## config.mk

```make
export PLATFORM = sky130hd
export DESIGN_NAME = color_mapper_flat
export DESIGN_NICKNAME = d
export VERILOG_FILES = /design/src/hw/render_pkg.sv /design/src/hw/fixed_point_pkg.sv /design/src/hw/escape_if.sv /design/src/hw/color_mapper.sv /design/src/flat_wrapper.sv
export VERILOG_INCLUDE_DIRS = /design/src /design/src/include
export SDC_FILE = /design/constraint.sdc
export NUM_CORES = 1
export LEC_CHECK = 0
export BUFFER_PORTS_ARGS = -buffer_cell sky130_fd_sc_hd__buf_2
export CORE_ASPECT_RATIO = 1.1
export CORE_MARGIN = 3
export CORE_UTILIZATION = 40
export CTS_CLUSTER_DIAMETER = 50
export DETAILED_ROUTE_END_ITERATION = 8
export GPL_TIMING_DRIVEN = 0
export HOLD_SLACK_MARGIN = 0.06
export PLACE_DENSITY = 0.6
export SYNTH_ARGS = -nofsm -noshare
export SYNTH_HDL_FRONTEND = slang
export SYNTH_SLANG_ARGS = --single-unit
```

## constraint.sdc

```tcl
create_clock -name clk -period 4.8 [get_ports clk]
set_clock_uncertainty 0.05 [all_clocks]
set_input_delay 0.72 -clock clk [delete_from_list [all_inputs] [get_ports clk]]
set_output_delay 0.72 -clock clk [all_outputs]
set_load 0.01 [all_outputs]
```

## src/include/mandel_params.svh

```systemverilog
`ifndef MANDEL_PARAMS_SVH
`define MANDEL_PARAMS_SVH

// ==========================================================================
// Fixed-point format
// ==========================================================================

// Signed 4.23 word
`define MANDEL_FIX_W 27

// Fraction bits of the 4.23 word
`define MANDEL_FRAC_W 23

// ==========================================================================
// Counts and addresses
// ==========================================================================

// Iteration counter width
`define MANDEL_ITER_W 16

// Enough for a 640x480 framebuffer
`define MANDEL_ADDR_W 19

// Default raster size
`define MANDEL_H_DEFAULT 640
`define MANDEL_V_DEFAULT 480

// Escape bound on |z|^2 in 4.23 (4 << 23)
`define MANDEL_ESCAPE 33554432

// Entries in the colour ladder
`define MANDEL_PALETTE_N 10

`endif
```

## src/hw/render_pkg.sv

```systemverilog
`include "mandel_params.svh"

package render_pkg;

	// Raster walk
	typedef enum logic [1:0] {
		INIT,
		SCAN,
		DRAIN,
		DONE
	} scan_state_t;

	// Iteration count
	typedef logic [`MANDEL_ITER_W-1:0] iter_t;

	// Linear framebuffer address
	typedef logic [`MANDEL_ADDR_W-1:0] pix_addr_t;

	// RRR_GGG_BB pixel
	typedef logic [7:0] rgb332_t;

	// ==========================================================================
	// Colour ladder
	// ==========================================================================
	// Index 0 is inside the set
	// Index k for count >= max_iter >> k
	// Last entry catches the fastest escapes
	localparam rgb332_t PALETTE [`MANDEL_PALETTE_N] = '{
		8'b000_000_00,
		8'b011_001_00,
		8'b011_001_00,
		8'b101_010_01,
		8'b011_001_01,
		8'b001_001_01,
		8'b011_010_10,
		8'b010_100_10,
		8'b010_100_10,
		8'b010_100_10
	};

endpackage

```

## src/hw/fixed_point_pkg.sv

```systemverilog
`include "mandel_params.svh"

package fixed_point_pkg;

	// Signed 4.23 value
	typedef logic signed [`MANDEL_FIX_W-1:0] fix_t;

	// Two guard bits for zr^2 + zi^2
	typedef logic signed [`MANDEL_FIX_W+1:0] fix_mag_t;

	// Truncating 4.23 multiply
	// Full product is 8.46 so keep the sign and drop the top integer bits
	function automatic fix_t fix_mul(input fix_t a, input fix_t b);
		logic signed [2*`MANDEL_FIX_W-1:0] prod;
		prod = a * b;
		return {prod[2*`MANDEL_FIX_W-1],
			prod[`MANDEL_FRAC_W+`MANDEL_FIX_W-2:`MANDEL_FRAC_W]};
	endfunction

endpackage

```

## src/hw/escape_if.sv

```systemverilog
interface escape_if import fixed_point_pkg::*, render_pkg::*; ();

	// Scanner to engine
	logic  start;
	fix_t  c_re;
	fix_t  c_im;
	iter_t max_iter;

	// Engine back to scanner and mapper
	logic  busy;
	logic  done;
	iter_t count;

	// Issues one pixel at a time
	modport scanner (output start, c_re, c_im, max_iter, input busy, done);

	// Runs the z iteration
	modport engine (input start, c_re, c_im, max_iter, output busy, done, count);

	// Only looks at results
	modport mapper (input done, count, max_iter);

endinterface

```

## src/hw/color_mapper.sv

```systemverilog
`include "mandel_params.svh"

module color_mapper import render_pkg::*; (
	input  logic       clk,
	input  logic       reset,
	escape_if.mapper   esc,
	input  pix_addr_t  pix_addr,
	output logic       fb_we,
	output pix_addr_t  fb_addr,
	output rgb332_t    fb_color
);

	rgb332_t color;

	// ==========================================================================
	// Threshold ladder
	// ==========================================================================
	// Walk from the coarsest threshold down
	// so the smallest matching shift wins
	always_comb begin
		color = PALETTE[`MANDEL_PALETTE_N-1];
		if (esc.count == esc.max_iter) begin
			// Never escaped
			color = PALETTE[0];
		end else begin
			for (int k = `MANDEL_PALETTE_N - 2; k >= 1; k--) begin
				if (esc.count >= (esc.max_iter >> k))
					color = PALETTE[k];
			end
		end
	end

	// ==========================================================================
	// Framebuffer write
	// ==========================================================================

	// Strobe follows done by one cycle
	always_ff @(posedge clk) begin
		if (reset)
			fb_we <= 1'b0;
		else
			fb_we <= esc.done;
	end

	// Address and colour held between writes
	always_ff @(posedge clk) begin
		if (esc.done) begin
			fb_addr  <= pix_addr;
			fb_color <= color;
		end
	end

	// Engine needs at least one cycle per pixel
	a_we_gap: assert property (@(posedge clk) disable iff (reset)
		fb_we |=> !fb_we);

endmodule

```

## src/flat_wrapper.sv

```systemverilog
// flat-port wrapper written by rule: the top's interface ports become plain ports
module color_mapper_flat import render_pkg::*;
  (clk, reset, pix_addr, fb_we, fb_addr, fb_color, esc_done, esc_count, esc_max_iter);
  escape_if esc_i ();
  input  logic clk;
  input  logic reset;
  input  pix_addr_t pix_addr;
  output logic fb_we;
  output pix_addr_t fb_addr;
  output rgb332_t fb_color;
  input wire logic [$bits(esc_i.done)-1:0] esc_done;
  input wire logic [$bits(esc_i.count)-1:0] esc_count;
  input wire logic [$bits(esc_i.max_iter)-1:0] esc_max_iter;
  assign esc_i.done = esc_done;
  assign esc_i.count = esc_count;
  assign esc_i.max_iter = esc_max_iter;
  color_mapper u_core (.clk(clk), .reset(reset), .esc(esc_i), .pix_addr(pix_addr), .fb_we(fb_we), .fb_addr(fb_addr), .fb_color(fb_color));
endmodule
```

==> results.md <==
- Synth Instances: 263
- Post-CTS Setup Bufs: 0
- Cell Area, Synth: 2773 µm²
- Vias in the first global route: 2200
- Total GRT Usage: 16.21%
- First-pass DRT Iterations: 4
- Final-report hold violation count: 0
- Sw frac: 28.99%
- CTS clk-pin slew, worst paths: 0.08 ns
- Initial antenna violation count: 0
- PostCTS Resize Cnt: 0
- CTS tree: built
- Most frequent cells in the layout: buf_2 (81), ha_1 (75), edfxtp_1 (27)
- Port bufs: 81
- Worst Path Required: 4.76 ns
- Leading area contributor after synthesis: ha_1
- Slew margin rel.: 59.89%
- Routed vias/inst: 5.295
- Top post-synthesis cells by area: ha_1 (34%), edfxtp_1 (29%), xnor2_1 (5.1%), a21oi_1 (3.2%), a21o_1 (3.0%)
- Status: completed
- Vias: 2277
- CP Capture Type: flip-flop
- Setup WS post-layout: 2.046 ns
- HPWL Detailed: 5.420 mm
- Detailed Route Iter0 Violations: 87
- NetSw: 185.7 µW
- Crit path time final: 2.754 ns
- Clock share of power: 21.3%
- Internal power of the cells: 454.8 µW
- Worst hold path class: primary input to flip-flop
- Sink Count: 28
- Total grt overflow: 0
- Die Area: 7968 µm²
- Combinational Power Share: 33.3%
- Placer congestion estimate: 0.7760
- Initial core utilization: 41.56%
- Peak Freq: 363.1 MHz
- Fraction of layout cells with a size suffix above 1: 27.59%
- DRT Wirelength: 6.424 mm
- Syn_area_per_cell: 10.54 µm²
- Die width: 85.38 µm
- PwrDens: 192.0 nW/µm²
- Post-route ant nets: 0
- Largest net degree at the start of global routing: 29
- Final setup vio count: 0
- Arr. time, crit path: 2.72 ns
- Worst Hold Slack: 0.5487 ns
- Num CTS Buffers: 3
- Worst-path fanout max: 6
- Top-area cell type share of the netlist area: 33.84%
- Drt drc: 0
- CP Launch Type: primary input
- Slew @ Worst Pin: 0.5961 ns
- Synth cell types: 41
- LEAKAGE: 1.595 nW
- Dpl ws: 1.798 ns
- Tcrit/Tclk final: 57.38%
- Post-Syn Nets: 392
- Final nets: 478
- CP Class: primary input to flip-flop
- Tot Pwr: 640.5 µW
- Hold buffers post-CTS: 0
- DR WL/cell: 14.94 µm
- # IOs: 82
- Layout area overhead: 20.31%
- Global-route wire length before repair: 10.40 mm
- Core Footprint: 6671 µm²
- Root buf cell: clkbuf_8
- Critical hold path startpoint: reset
- TNS Setup: 0 ns
- Total of warnings raised by yosys: 0
- Yosys reg bits: 28
- VDD IR-drop max: 0.1761 mV
- Number of H-tree levels: 1
- Seq pwr share: 45.4%
- RSZ-0062 raised after global routing: false
- Max-slew violations: 0
- Share of the yosys chip area belonging to registers: 29.96%
- Maxcap violations: 0
- Antenna diodes: 0
- Die Y: 93.32 µm
- Clk buf depth: 2
- Critical Path Start: esc_max_iter[14]
- Most common library cell in the layout ignoring fill and taps: buf_2
- Rows: 31
[kinds of logic (layout without fill, tap and decap cells)]
kind of cell	Yosys count	in the layout	synth area share [%]
fa+ha+maj	75	75	33.84
simple gates	68	68	13.90
compound gates	61	61	15.21
flops	28	28	29.96
xor+xnor	16	16	5.054
buf+inv	15	100	2.031
[critical path: stages]
cell      delay, ns
buf_2          0.10
inv_1          0.13
ha_1           0.31
nor4bb_1       0.45
o311ai_0       0.23
o31ai_1        0.25
a31oi_1        0.09
and3_2         0.26
nand2b_2       0.12
a21oi_1        0.05
[state kept, by name, summed over array words and instances, names as in the netlist]
register         cells
u_core.fb_color      8
u_core.fb_addr      19
u_core.fb_we         1
[area by class of cell]
cell class | count | area (µm²)
repair buffers | 81 | 405.4
multi-input cells | 220 | 1886
inverters | 15 | 56.30
clock buffers | 4 | 55.05
well taps | 82 | 102.6
fillers | 646 | 3336
flip-flops and latches | 28 | 830.8
[Yosys cell counts]
master,count
a2111oi_0,1
a2111oi_4,1
a211o_1,1
a211oi_1,7
a21o_1,11
a21o_2,1
a21oi_1,18
a21oi_2,1
a221o_1,2
a221oi_1,1
a2bb2oi_1,1
a31o_2,1
a31oi_1,1
and2_4,1
and3_2,1
and4_1,3
and4b_1,1
dfxtp_1,1
edfxtp_1,27
ha_1,75
inv_1,15
nand2_1,14
nand2_2,1
nand2b_1,6
nand2b_2,1
nand3_1,4
nand4_1,8
nor2_1,15
nor2b_1,5
nor3_1,1
nor3_2,1
nor3b_2,1
nor4_1,1
nor4bb_1,1
o211ai_1,1
o21ai_0,10
o311ai_0,1
o31ai_1,2
or4_1,2
or4_4,1
xnor2_1,16
[final timing paths]
path | to | slack (ns) | cells past startpoint
setup / recovery | u_core.fb_color[3] | 2.05 | 10
hold / removal | u_core.fb_we | 0.55 | 2
[power groups by stage]
stage	registers, mW	clock network (mW)	logic, mW
final	0.291	0.136	0.213
after global routing	0.293	0.151	0.244
after CTS	0.291	0.142	0.216
after detailed placement	0.297	0	0.215
after global placement	0.296	0	0.209
after floorplan	0.308	0	0.113
[per-layer routing]
| metal | up-vias | part of all wire (%) | track usage, % |
|---|---|---|---|
| li1 | 1184 | - | - |
| met1 | 1024 | 44 | 20.67 |
| met2 | 63 | 49 | 29.08 |
| met3 | 6 | 6.0 | 2.026 |
| met4 | 0 | 0.83 | 3.562 |
| met5 | - | 0 | 0 |
[through the flow]
step	cell area, µm²	util, %	cells
after floorplan	2773	-	263
after global placement	3281	49.17	426
after detailed placement	3281	49.17	426
after CTS	3336	50.00	430
after global routing	3336	50.00	430
final	3336	50.00	430
Note: power is estimated with default switching activity, not from simulation.
