<file path="src/include/mandel_params.svh">
`ifndef MANDEL_PARAMS_SVH
`define MANDEL_PARAMS_SVH

// ==========================================================================
// Fixed-point format
// ==========================================================================

// Signed 4.23 word
`define MANDEL_FIX_W 27

// Fraction bits of the 4.23 word
`define MANDEL_FRAC_W 23

// ==========================================================================
// Counts and addresses
// ==========================================================================

// Iteration counter width
`define MANDEL_ITER_W 16

// Enough for a 640x480 framebuffer
`define MANDEL_ADDR_W 19

// Default raster size
`define MANDEL_H_DEFAULT 640
`define MANDEL_V_DEFAULT 480

// Escape bound on |z|^2 in 4.23 (4 << 23)
`define MANDEL_ESCAPE 33554432

// Entries in the colour ladder
`define MANDEL_PALETTE_N 10

`endif
</file>
<file path="src/hw/render_pkg.sv">
`include "mandel_params.svh"

package render_pkg;

	// Raster walk
	typedef enum logic [1:0] {
		INIT,
		SCAN,
		DRAIN,
		DONE
	} scan_state_t;

	// Iteration count
	typedef logic [`MANDEL_ITER_W-1:0] iter_t;

	// Linear framebuffer address
	typedef logic [`MANDEL_ADDR_W-1:0] pix_addr_t;

	// RRR_GGG_BB pixel
	typedef logic [7:0] rgb332_t;

	// ==========================================================================
	// Colour ladder
	// ==========================================================================
	// Index 0 is inside the set
	// Index k for count >= max_iter >> k
	// Last entry catches the fastest escapes
	localparam rgb332_t PALETTE [`MANDEL_PALETTE_N] = '{
		8'b000_000_00,
		8'b011_001_00,
		8'b011_001_00,
		8'b101_010_01,
		8'b011_001_01,
		8'b001_001_01,
		8'b011_010_10,
		8'b010_100_10,
		8'b010_100_10,
		8'b010_100_10
	};

endpackage

</file>
<file path="src/hw/fixed_point_pkg.sv">
`include "mandel_params.svh"

package fixed_point_pkg;

	// Signed 4.23 value
	typedef logic signed [`MANDEL_FIX_W-1:0] fix_t;

	// Two guard bits for zr^2 + zi^2
	typedef logic signed [`MANDEL_FIX_W+1:0] fix_mag_t;

	// Truncating 4.23 multiply
	// Full product is 8.46 so keep the sign and drop the top integer bits
	function automatic fix_t fix_mul(input fix_t a, input fix_t b);
		logic signed [2*`MANDEL_FIX_W-1:0] prod;
		prod = a * b;
		return {prod[2*`MANDEL_FIX_W-1],
			prod[`MANDEL_FRAC_W+`MANDEL_FIX_W-2:`MANDEL_FRAC_W]};
	endfunction

endpackage

</file>
<file path="src/hw/escape_if.sv">
interface escape_if import fixed_point_pkg::*, render_pkg::*; ();

	// Scanner to engine
	logic  start;
	fix_t  c_re;
	fix_t  c_im;
	iter_t max_iter;

	// Engine back to scanner and mapper
	logic  busy;
	logic  done;
	iter_t count;

	// Issues one pixel at a time
	modport scanner (output start, c_re, c_im, max_iter, input busy, done);

	// Runs the z iteration
	modport engine (input start, c_re, c_im, max_iter, output busy, done, count);

	// Only looks at results
	modport mapper (input done, count, max_iter);

endinterface

</file>
<file path="src/hw/pixel_scanner.sv">
`include "mandel_params.svh"

module pixel_scanner import fixed_point_pkg::*, render_pkg::*; #(
	parameter int H_PIXELS = `MANDEL_H_DEFAULT,
	parameter int V_PIXELS = `MANDEL_V_DEFAULT
) (
	input  logic       clk,
	input  logic       reset,
	input  fix_t       re_min,
	input  fix_t       im_max,
	input  fix_t       re_step,
	input  fix_t       im_step,
	input  iter_t      max_iter,
	escape_if.scanner  esc,
	output pix_addr_t  pix_addr,
	output logic       frame_done
);

	// Counter widths
	localparam int X_W = (H_PIXELS > 1) ? $clog2(H_PIXELS) : 1;
	localparam int Y_W = (V_PIXELS > 1) ? $clog2(V_PIXELS) : 1;

	scan_state_t state;

	// One-cycle start strobe
	logic start_q;

	// Raster position of the pixel in the engine
	logic [X_W-1:0] x;
	logic [Y_W-1:0] y;
	pix_addr_t      addr;

	// c for that pixel
	fix_t  c_re;
	fix_t  c_im;

	// Limit held for the whole frame
	iter_t max_q;

	logic last_col;
	logic last_pixel;

	assign last_col   = (x == X_W'(H_PIXELS - 1));
	assign last_pixel = last_col && (y == Y_W'(V_PIXELS - 1));

	// ==========================================================================
	// Raster FSM
	// ==========================================================================

	always_ff @(posedge clk) begin
		if (reset) begin
			state   <= INIT;
			start_q <= 1'b0;
		end else begin
			case (state)
				INIT: begin
					// First pixel goes out in SCAN
					state   <= SCAN;
					start_q <= 1'b1;
				end
				SCAN: begin
					// Next start right after each result
					start_q <= esc.done && !last_pixel;
					if (esc.done && last_pixel)
						state <= DRAIN;
				end
				DRAIN: begin
					// Mapper writes the last pixel here
					start_q <= 1'b0;
					state   <= DONE;
				end
				DONE: begin
					start_q <= 1'b0;
					state   <= DONE;
				end
				default: begin
					start_q <= 1'b0;
					state   <= INIT;
				end
			endcase
		end
	end

	// ==========================================================================
	// Coordinate stepping
	// ==========================================================================

	// Loaded in INIT and stepped on each result
	always_ff @(posedge clk) begin
		if (state == INIT) begin
			x     <= '0;
			y     <= '0;
			addr  <= '0;
			c_re  <= re_min;
			c_im  <= im_max;
			max_q <= max_iter;
		end else if (state == SCAN && esc.done) begin
			// y * H_PIXELS + x in raster order
			addr <= addr + 1'b1;
			if (last_col) begin
				// Row wrap
				x    <= '0;
				y    <= y + 1'b1;
				c_re <= re_min;
				c_im <= c_im - im_step;
			end else begin
				x    <= x + 1'b1;
				c_re <= c_re + re_step;
			end
		end
	end

	assign esc.start    = start_q;
	assign esc.c_re     = c_re;
	assign esc.c_im     = c_im;
	assign esc.max_iter = max_q;

	// Valid on the done cycle
	assign pix_addr   = addr;
	assign frame_done = (state == DONE);

	// Engine takes one pixel at a time
	a_start_idle: assert property (@(posedge clk) disable iff (reset)
		esc.start |-> !esc.busy);

endmodule

</file>
<file path="src/flat_wrapper.sv">
// flat-port wrapper written by rule: the top's interface ports become plain ports
module pixel_scanner_flat import fixed_point_pkg::*, render_pkg::*;
#(
	parameter int H_PIXELS = `MANDEL_H_DEFAULT,
	parameter int V_PIXELS = `MANDEL_V_DEFAULT
)
  (clk, reset, re_min, im_max, re_step, im_step, max_iter, pix_addr, frame_done, esc_start, esc_c_re, esc_c_im, esc_max_iter, esc_busy, esc_done);
  escape_if esc_i ();
  input  logic clk;
  input  logic reset;
  input  fix_t re_min;
  input  fix_t im_max;
  input  fix_t re_step;
  input  fix_t im_step;
  input  iter_t max_iter;
  output pix_addr_t pix_addr;
  output logic frame_done;
  output wire logic [$bits(esc_i.start)-1:0] esc_start;
  output wire logic [$bits(esc_i.c_re)-1:0] esc_c_re;
  output wire logic [$bits(esc_i.c_im)-1:0] esc_c_im;
  output wire logic [$bits(esc_i.max_iter)-1:0] esc_max_iter;
  input wire logic [$bits(esc_i.busy)-1:0] esc_busy;
  input wire logic [$bits(esc_i.done)-1:0] esc_done;
  assign esc_start = esc_i.start;
  assign esc_c_re = esc_i.c_re;
  assign esc_c_im = esc_i.c_im;
  assign esc_max_iter = esc_i.max_iter;
  assign esc_i.busy = esc_busy;
  assign esc_i.done = esc_done;
  pixel_scanner #(.H_PIXELS(H_PIXELS), .V_PIXELS(V_PIXELS)) u_core (.clk(clk), .reset(reset), .re_min(re_min), .im_max(im_max), .re_step(re_step), .im_step(im_step), .max_iter(max_iter), .esc(esc_i), .pix_addr(pix_addr), .frame_done(frame_done));
endmodule
</file>
<file path="config.mk">
export PLATFORM = sky130hd
export DESIGN_NAME = pixel_scanner_flat
export DESIGN_NICKNAME = d
export VERILOG_FILES = /design/src/hw/render_pkg.sv /design/src/hw/fixed_point_pkg.sv /design/src/hw/escape_if.sv /design/src/hw/pixel_scanner.sv /design/src/flat_wrapper.sv
export VERILOG_INCLUDE_DIRS = /design/src /design/src/include
export SDC_FILE = /design/constraint.sdc
export NUM_CORES = 1
export LEC_CHECK = 0
export ABC_AREA = 1
export BUFFER_PORTS_ARGS = -buffer_cell sky130_fd_sc_hd__buf_2
export CAP_MARGIN = 5
export CORE_MARGIN = 3
export CORE_UTILIZATION = 33
export DETAILED_ROUTE_END_ITERATION = 10
export MAX_ROUTING_LAYER = met4
export PLACE_DENSITY = 0.56
export SETUP_SLACK_MARGIN = 0.2
export SLEW_MARGIN = 20
export SYNTH_ARGS = -nofsm -noshare
export SYNTH_HDL_FRONTEND = slang
export SYNTH_SLANG_ARGS = --single-unit
</file>
<file path="constraint.sdc">
create_clock -name clk -period 2.54 [get_ports clk]
set_input_delay 0.127 -clock clk [delete_from_list [all_inputs] [get_ports clk]]
set_output_delay 0.127 -clock clk [all_outputs]
set_load 0.1 [all_outputs]
</file>
==> summary.txt <==
Global route
  – M3 GR Usage: 2.90%
  – Antenna violations before repair: 1
  – GRT Max-Usage Layer: met2
  – Largest net degree at the start of global routing: 42
  – GRT overflow: 0
  – Vias in the first global route: 8,198
  – Grt met2 use: 30.9%
  – Met1 Resource Use GR: 24.7%
  – Aggregate global-route resource usage: 19.0%
  – First-pass GRT wire length: 41.9 mm

Critical path
  – Startpoint Class: register
  – CP max-delay cell: fa_2
  – Critical path capture point type: register
  – Max FO, Critical Path: 5
  – Critical path data required time: 2.68 ns
  – Critical Path, Cell by Cell: inv_1 -> ha_2 -> inv_2 -> fa_2 -> nand3_2 -> nand3_2 -> nand2_1 -> nand2_2 -> nand2_1 -> nand2_1 -> or2_4 -> nand3_2 -> nand2_1
  – Critical path type: register to register
  – Crit path largest cell delay: 0.40 ns
  – Arr. time, crit path: 2.31 ns
  – Worst path most repeated cell: nand2_1

Die
  – Die width: 167 um
  – Core area: 25,300 sq um
  – Die ar.: 27,900 sq um
  – FP Rows: 58
  – Initial Util: 33.8%
  – IO Count: 219
  – Die height: 167 um

Drt
  – Routed vias: 8,657
  – Pre-antenna DRT Iters: 5
  – Overall routed net length: 26.4 mm
  – Average wire per standard cell: 14.3 um
  – DR iter-0 viols: 492
  – Routed Antenna Nets: 0
  – DRC errors left: 0
  – Routed vias/inst: 4.68

Worst hold path
  – Min-Delay Path Class: input port to register

Place
  – Placed cell areas: 10,300 sq um
  – PortBufs: 217
  – Pre-CTS setup slack: 0.344 ns
  – DP HPWL: 21.5 mm
  – Placer Congestion: 0.942

Status
  – Status: completed

Synth
  – Prevailing post-synth register cell: edfxtp_1
  – Syn nets: 1,457
  – Post-synth top area cell: edfxtp_1
  – Largest cells by area after synthesis: edfxtp_1, nand2_1, inv_1
  – Mean Syn Cell Area: 6.73 sq um
  – Number of library cell types mapped by synthesis: 44
  – Yosys reg bits: 111
  – Synth async-reset ratio: 0%
  – Post-synthesis cell area: 8560 sq um
  – Top-area cell type share of the netlist area: 24.6%
  – Seq/Total Area, Yosys: 34.1%
  – YS warnings: 0
  – Synth Instances: 1,272
  – Post-synth EDFFs: 70

Timing
  – Fmax: 0.459 GHz
  – Setup ws final: 0.363 ns
  – Layout Skew: 0.0144 ns
  – Worst slew margin: 62.0%
  – RSZ-0062 raised after global routing: false
  – Fin crit period: 2.18 ns
  – Final Cycle Share: 85.7%
  – Worst slew pin tran: 0.569 ns
  – Final Max Slew Viols: 0
  – Finish-stage setup viols: 0
  – Final hold violation count: 0

Pwr
  – Maximum vdd ir drop: 0.000385 V
  – Leakage dissipation: 5.58 nW
  – Tot Pwr: 0.00691 W
  – Power Density: 640 nW/um^2

CTS
  – H-tree depth: 3
  – Clk Latency, worst-skew pair: 0.37 ns
  – TritonCTS clock tree: built
  – Clk slew on worst S/H paths: 0.09 ns
  – CTS max path bufs: 2
  – TritonCTS buffer count: 9
  – Root Buffer: clkbuf_16
  – # clock sinks: 111

Cells and area
  – Most common cell after layout, fill and taps aside: nand2_1
  – Nets: 1,697
  – Design area: 10,800 sq um
  – Syn-to-layout area delta: 26.2%
  – Fillers: 2,674
  – Most frequent cells in the layout: nand2_1, inv_1, buf_2
  – Ratio of cells with drive above 1 in the final layout: 20.4%
  – Core Util, Final: 42.7%

Job
  – Max Cap Violations: 0
## where the power goes
group	leakage [nW]	internal, W	switching (W)	total (W)
registers	1.02	0.00211	0.0000930	0.00220
logic	4.41	0.000854	0.00230	0.00315
clock network	0.154	0.000723	0.000838	0.00156
total	5.58	0.00368	0.00323	0.00691
## cell usage after synthesis (4+ instances only)
master	count
nand3b_1	4
nor2_1	98
nand4_1	28
xnor2_1	5
a31oi_1	4
nand2_1	410
ha_1	55
xor2_1	10
o21bai_1	7
or2_2	7
o21ai_1	6
nor2_2	6
inv_1	235
a21oi_1	60
dfxtp_1	41
nor3_1	19
or2_0	9
clkbuf_1	6
nand3_1	106
edfxtp_1	70
buf_2	7
nor2_4	5
and2_1	5
o21ai_0	33
## layer usage
layer | vias to the layer above | routed length (um)
met3 | 25 | 1450
met5 | - | 0
li1 | 4555 | -
met4 | 0 | 439
met2 | 225 | 12300
met1 | 3852 | 12200
## flip-flops by register name, summed over array words and instances, names as in the netlist
signal,flops
u_core.esc.c_im,27
u_core.esc.c_re,27
u_core.pix_addr,19
u_core.esc.max_iter,16
u_core.x,10
u_core.y,9
u_core.state,2
u_core.esc.start,1
## per-stage QoR
stage                     hold WS [ns]  TNS (ns)  instances
after floorplan                  0.196   -0.0434       1272
after global placement           0.304         0       1813
after detailed placement         0.305         0       1813
after CTS                      0.00486         0       1846
after global routing            0.0248         0       1848
final                           0.0189         0       1848
## path summary, 6_finish.rpt
kind                                          from                  end  slack [ns]  cells past startpoint
worst max-delay path            u_core.esc.c_im[0]  u_core.esc.c_im[12]        0.36                     13
worst min-delay path                     im_max[7]   u_core.esc.c_im[7]        0.02                      3
worst max register to register  u_core.esc.c_im[0]  u_core.esc.c_im[12]        0.36                     13
worst min register to register         u_core.x[5]          u_core.x[5]        0.50                      2
## worst max-delay path, delay by kind of cell, from the launching register on
family,cells,cell delay [ns]
simple gates,9,0.87
fa+ha+maj,2,0.56
flops,1,0.39
buf+inv,2,0.13
## kinds of logic (layout without fill, tap and decap cells)
family | Yosys count | in the layout | synth area share [%]
AND/OR/NAND/NOR | 712 | 712 | 36.4
buffers and inverters | 253 | 498 | 11.4
AO/OA/AOI/OAI | 121 | 121 | 7.66
flip-flops | 111 | 111 | 34.1
adder cells (fa/ha/maj) | 57 | 57 | 8.51
XOR/XNOR | 15 | 15 | 1.53
multiplexers | 3 | 3 | 0.351
other | 0 | 1 | 0
## layout make-up
cell class / count / area, sq um / area share (%)
timing repair buffer: 244 / 1330 / 12.3
tap: 330 / 413 / 3.82
inverter: 238 / 897 / 8.30
clock buffer: 9 / 225 / 2.08
sequential: 111 / 2920 / 27.0
multi-input combinational: 908 / 4920 / 45.5
clock inverter: 7 / 93.8 / 0.868
antenna: 1 / 2.50 / 0.0232
## what timing repair did
| item | in CTS | in global routing |
|---|---|---|
| hold buffers | 17 | 0 |
| endpoints found under the setup margin | 0 | 6 |
| resized for setup | 0 | 2 |
| buffers inserted | 0 | 1 |
| endpoints found under the hold margin | 18 | 0 |
(Power assumes the default switching activity.)
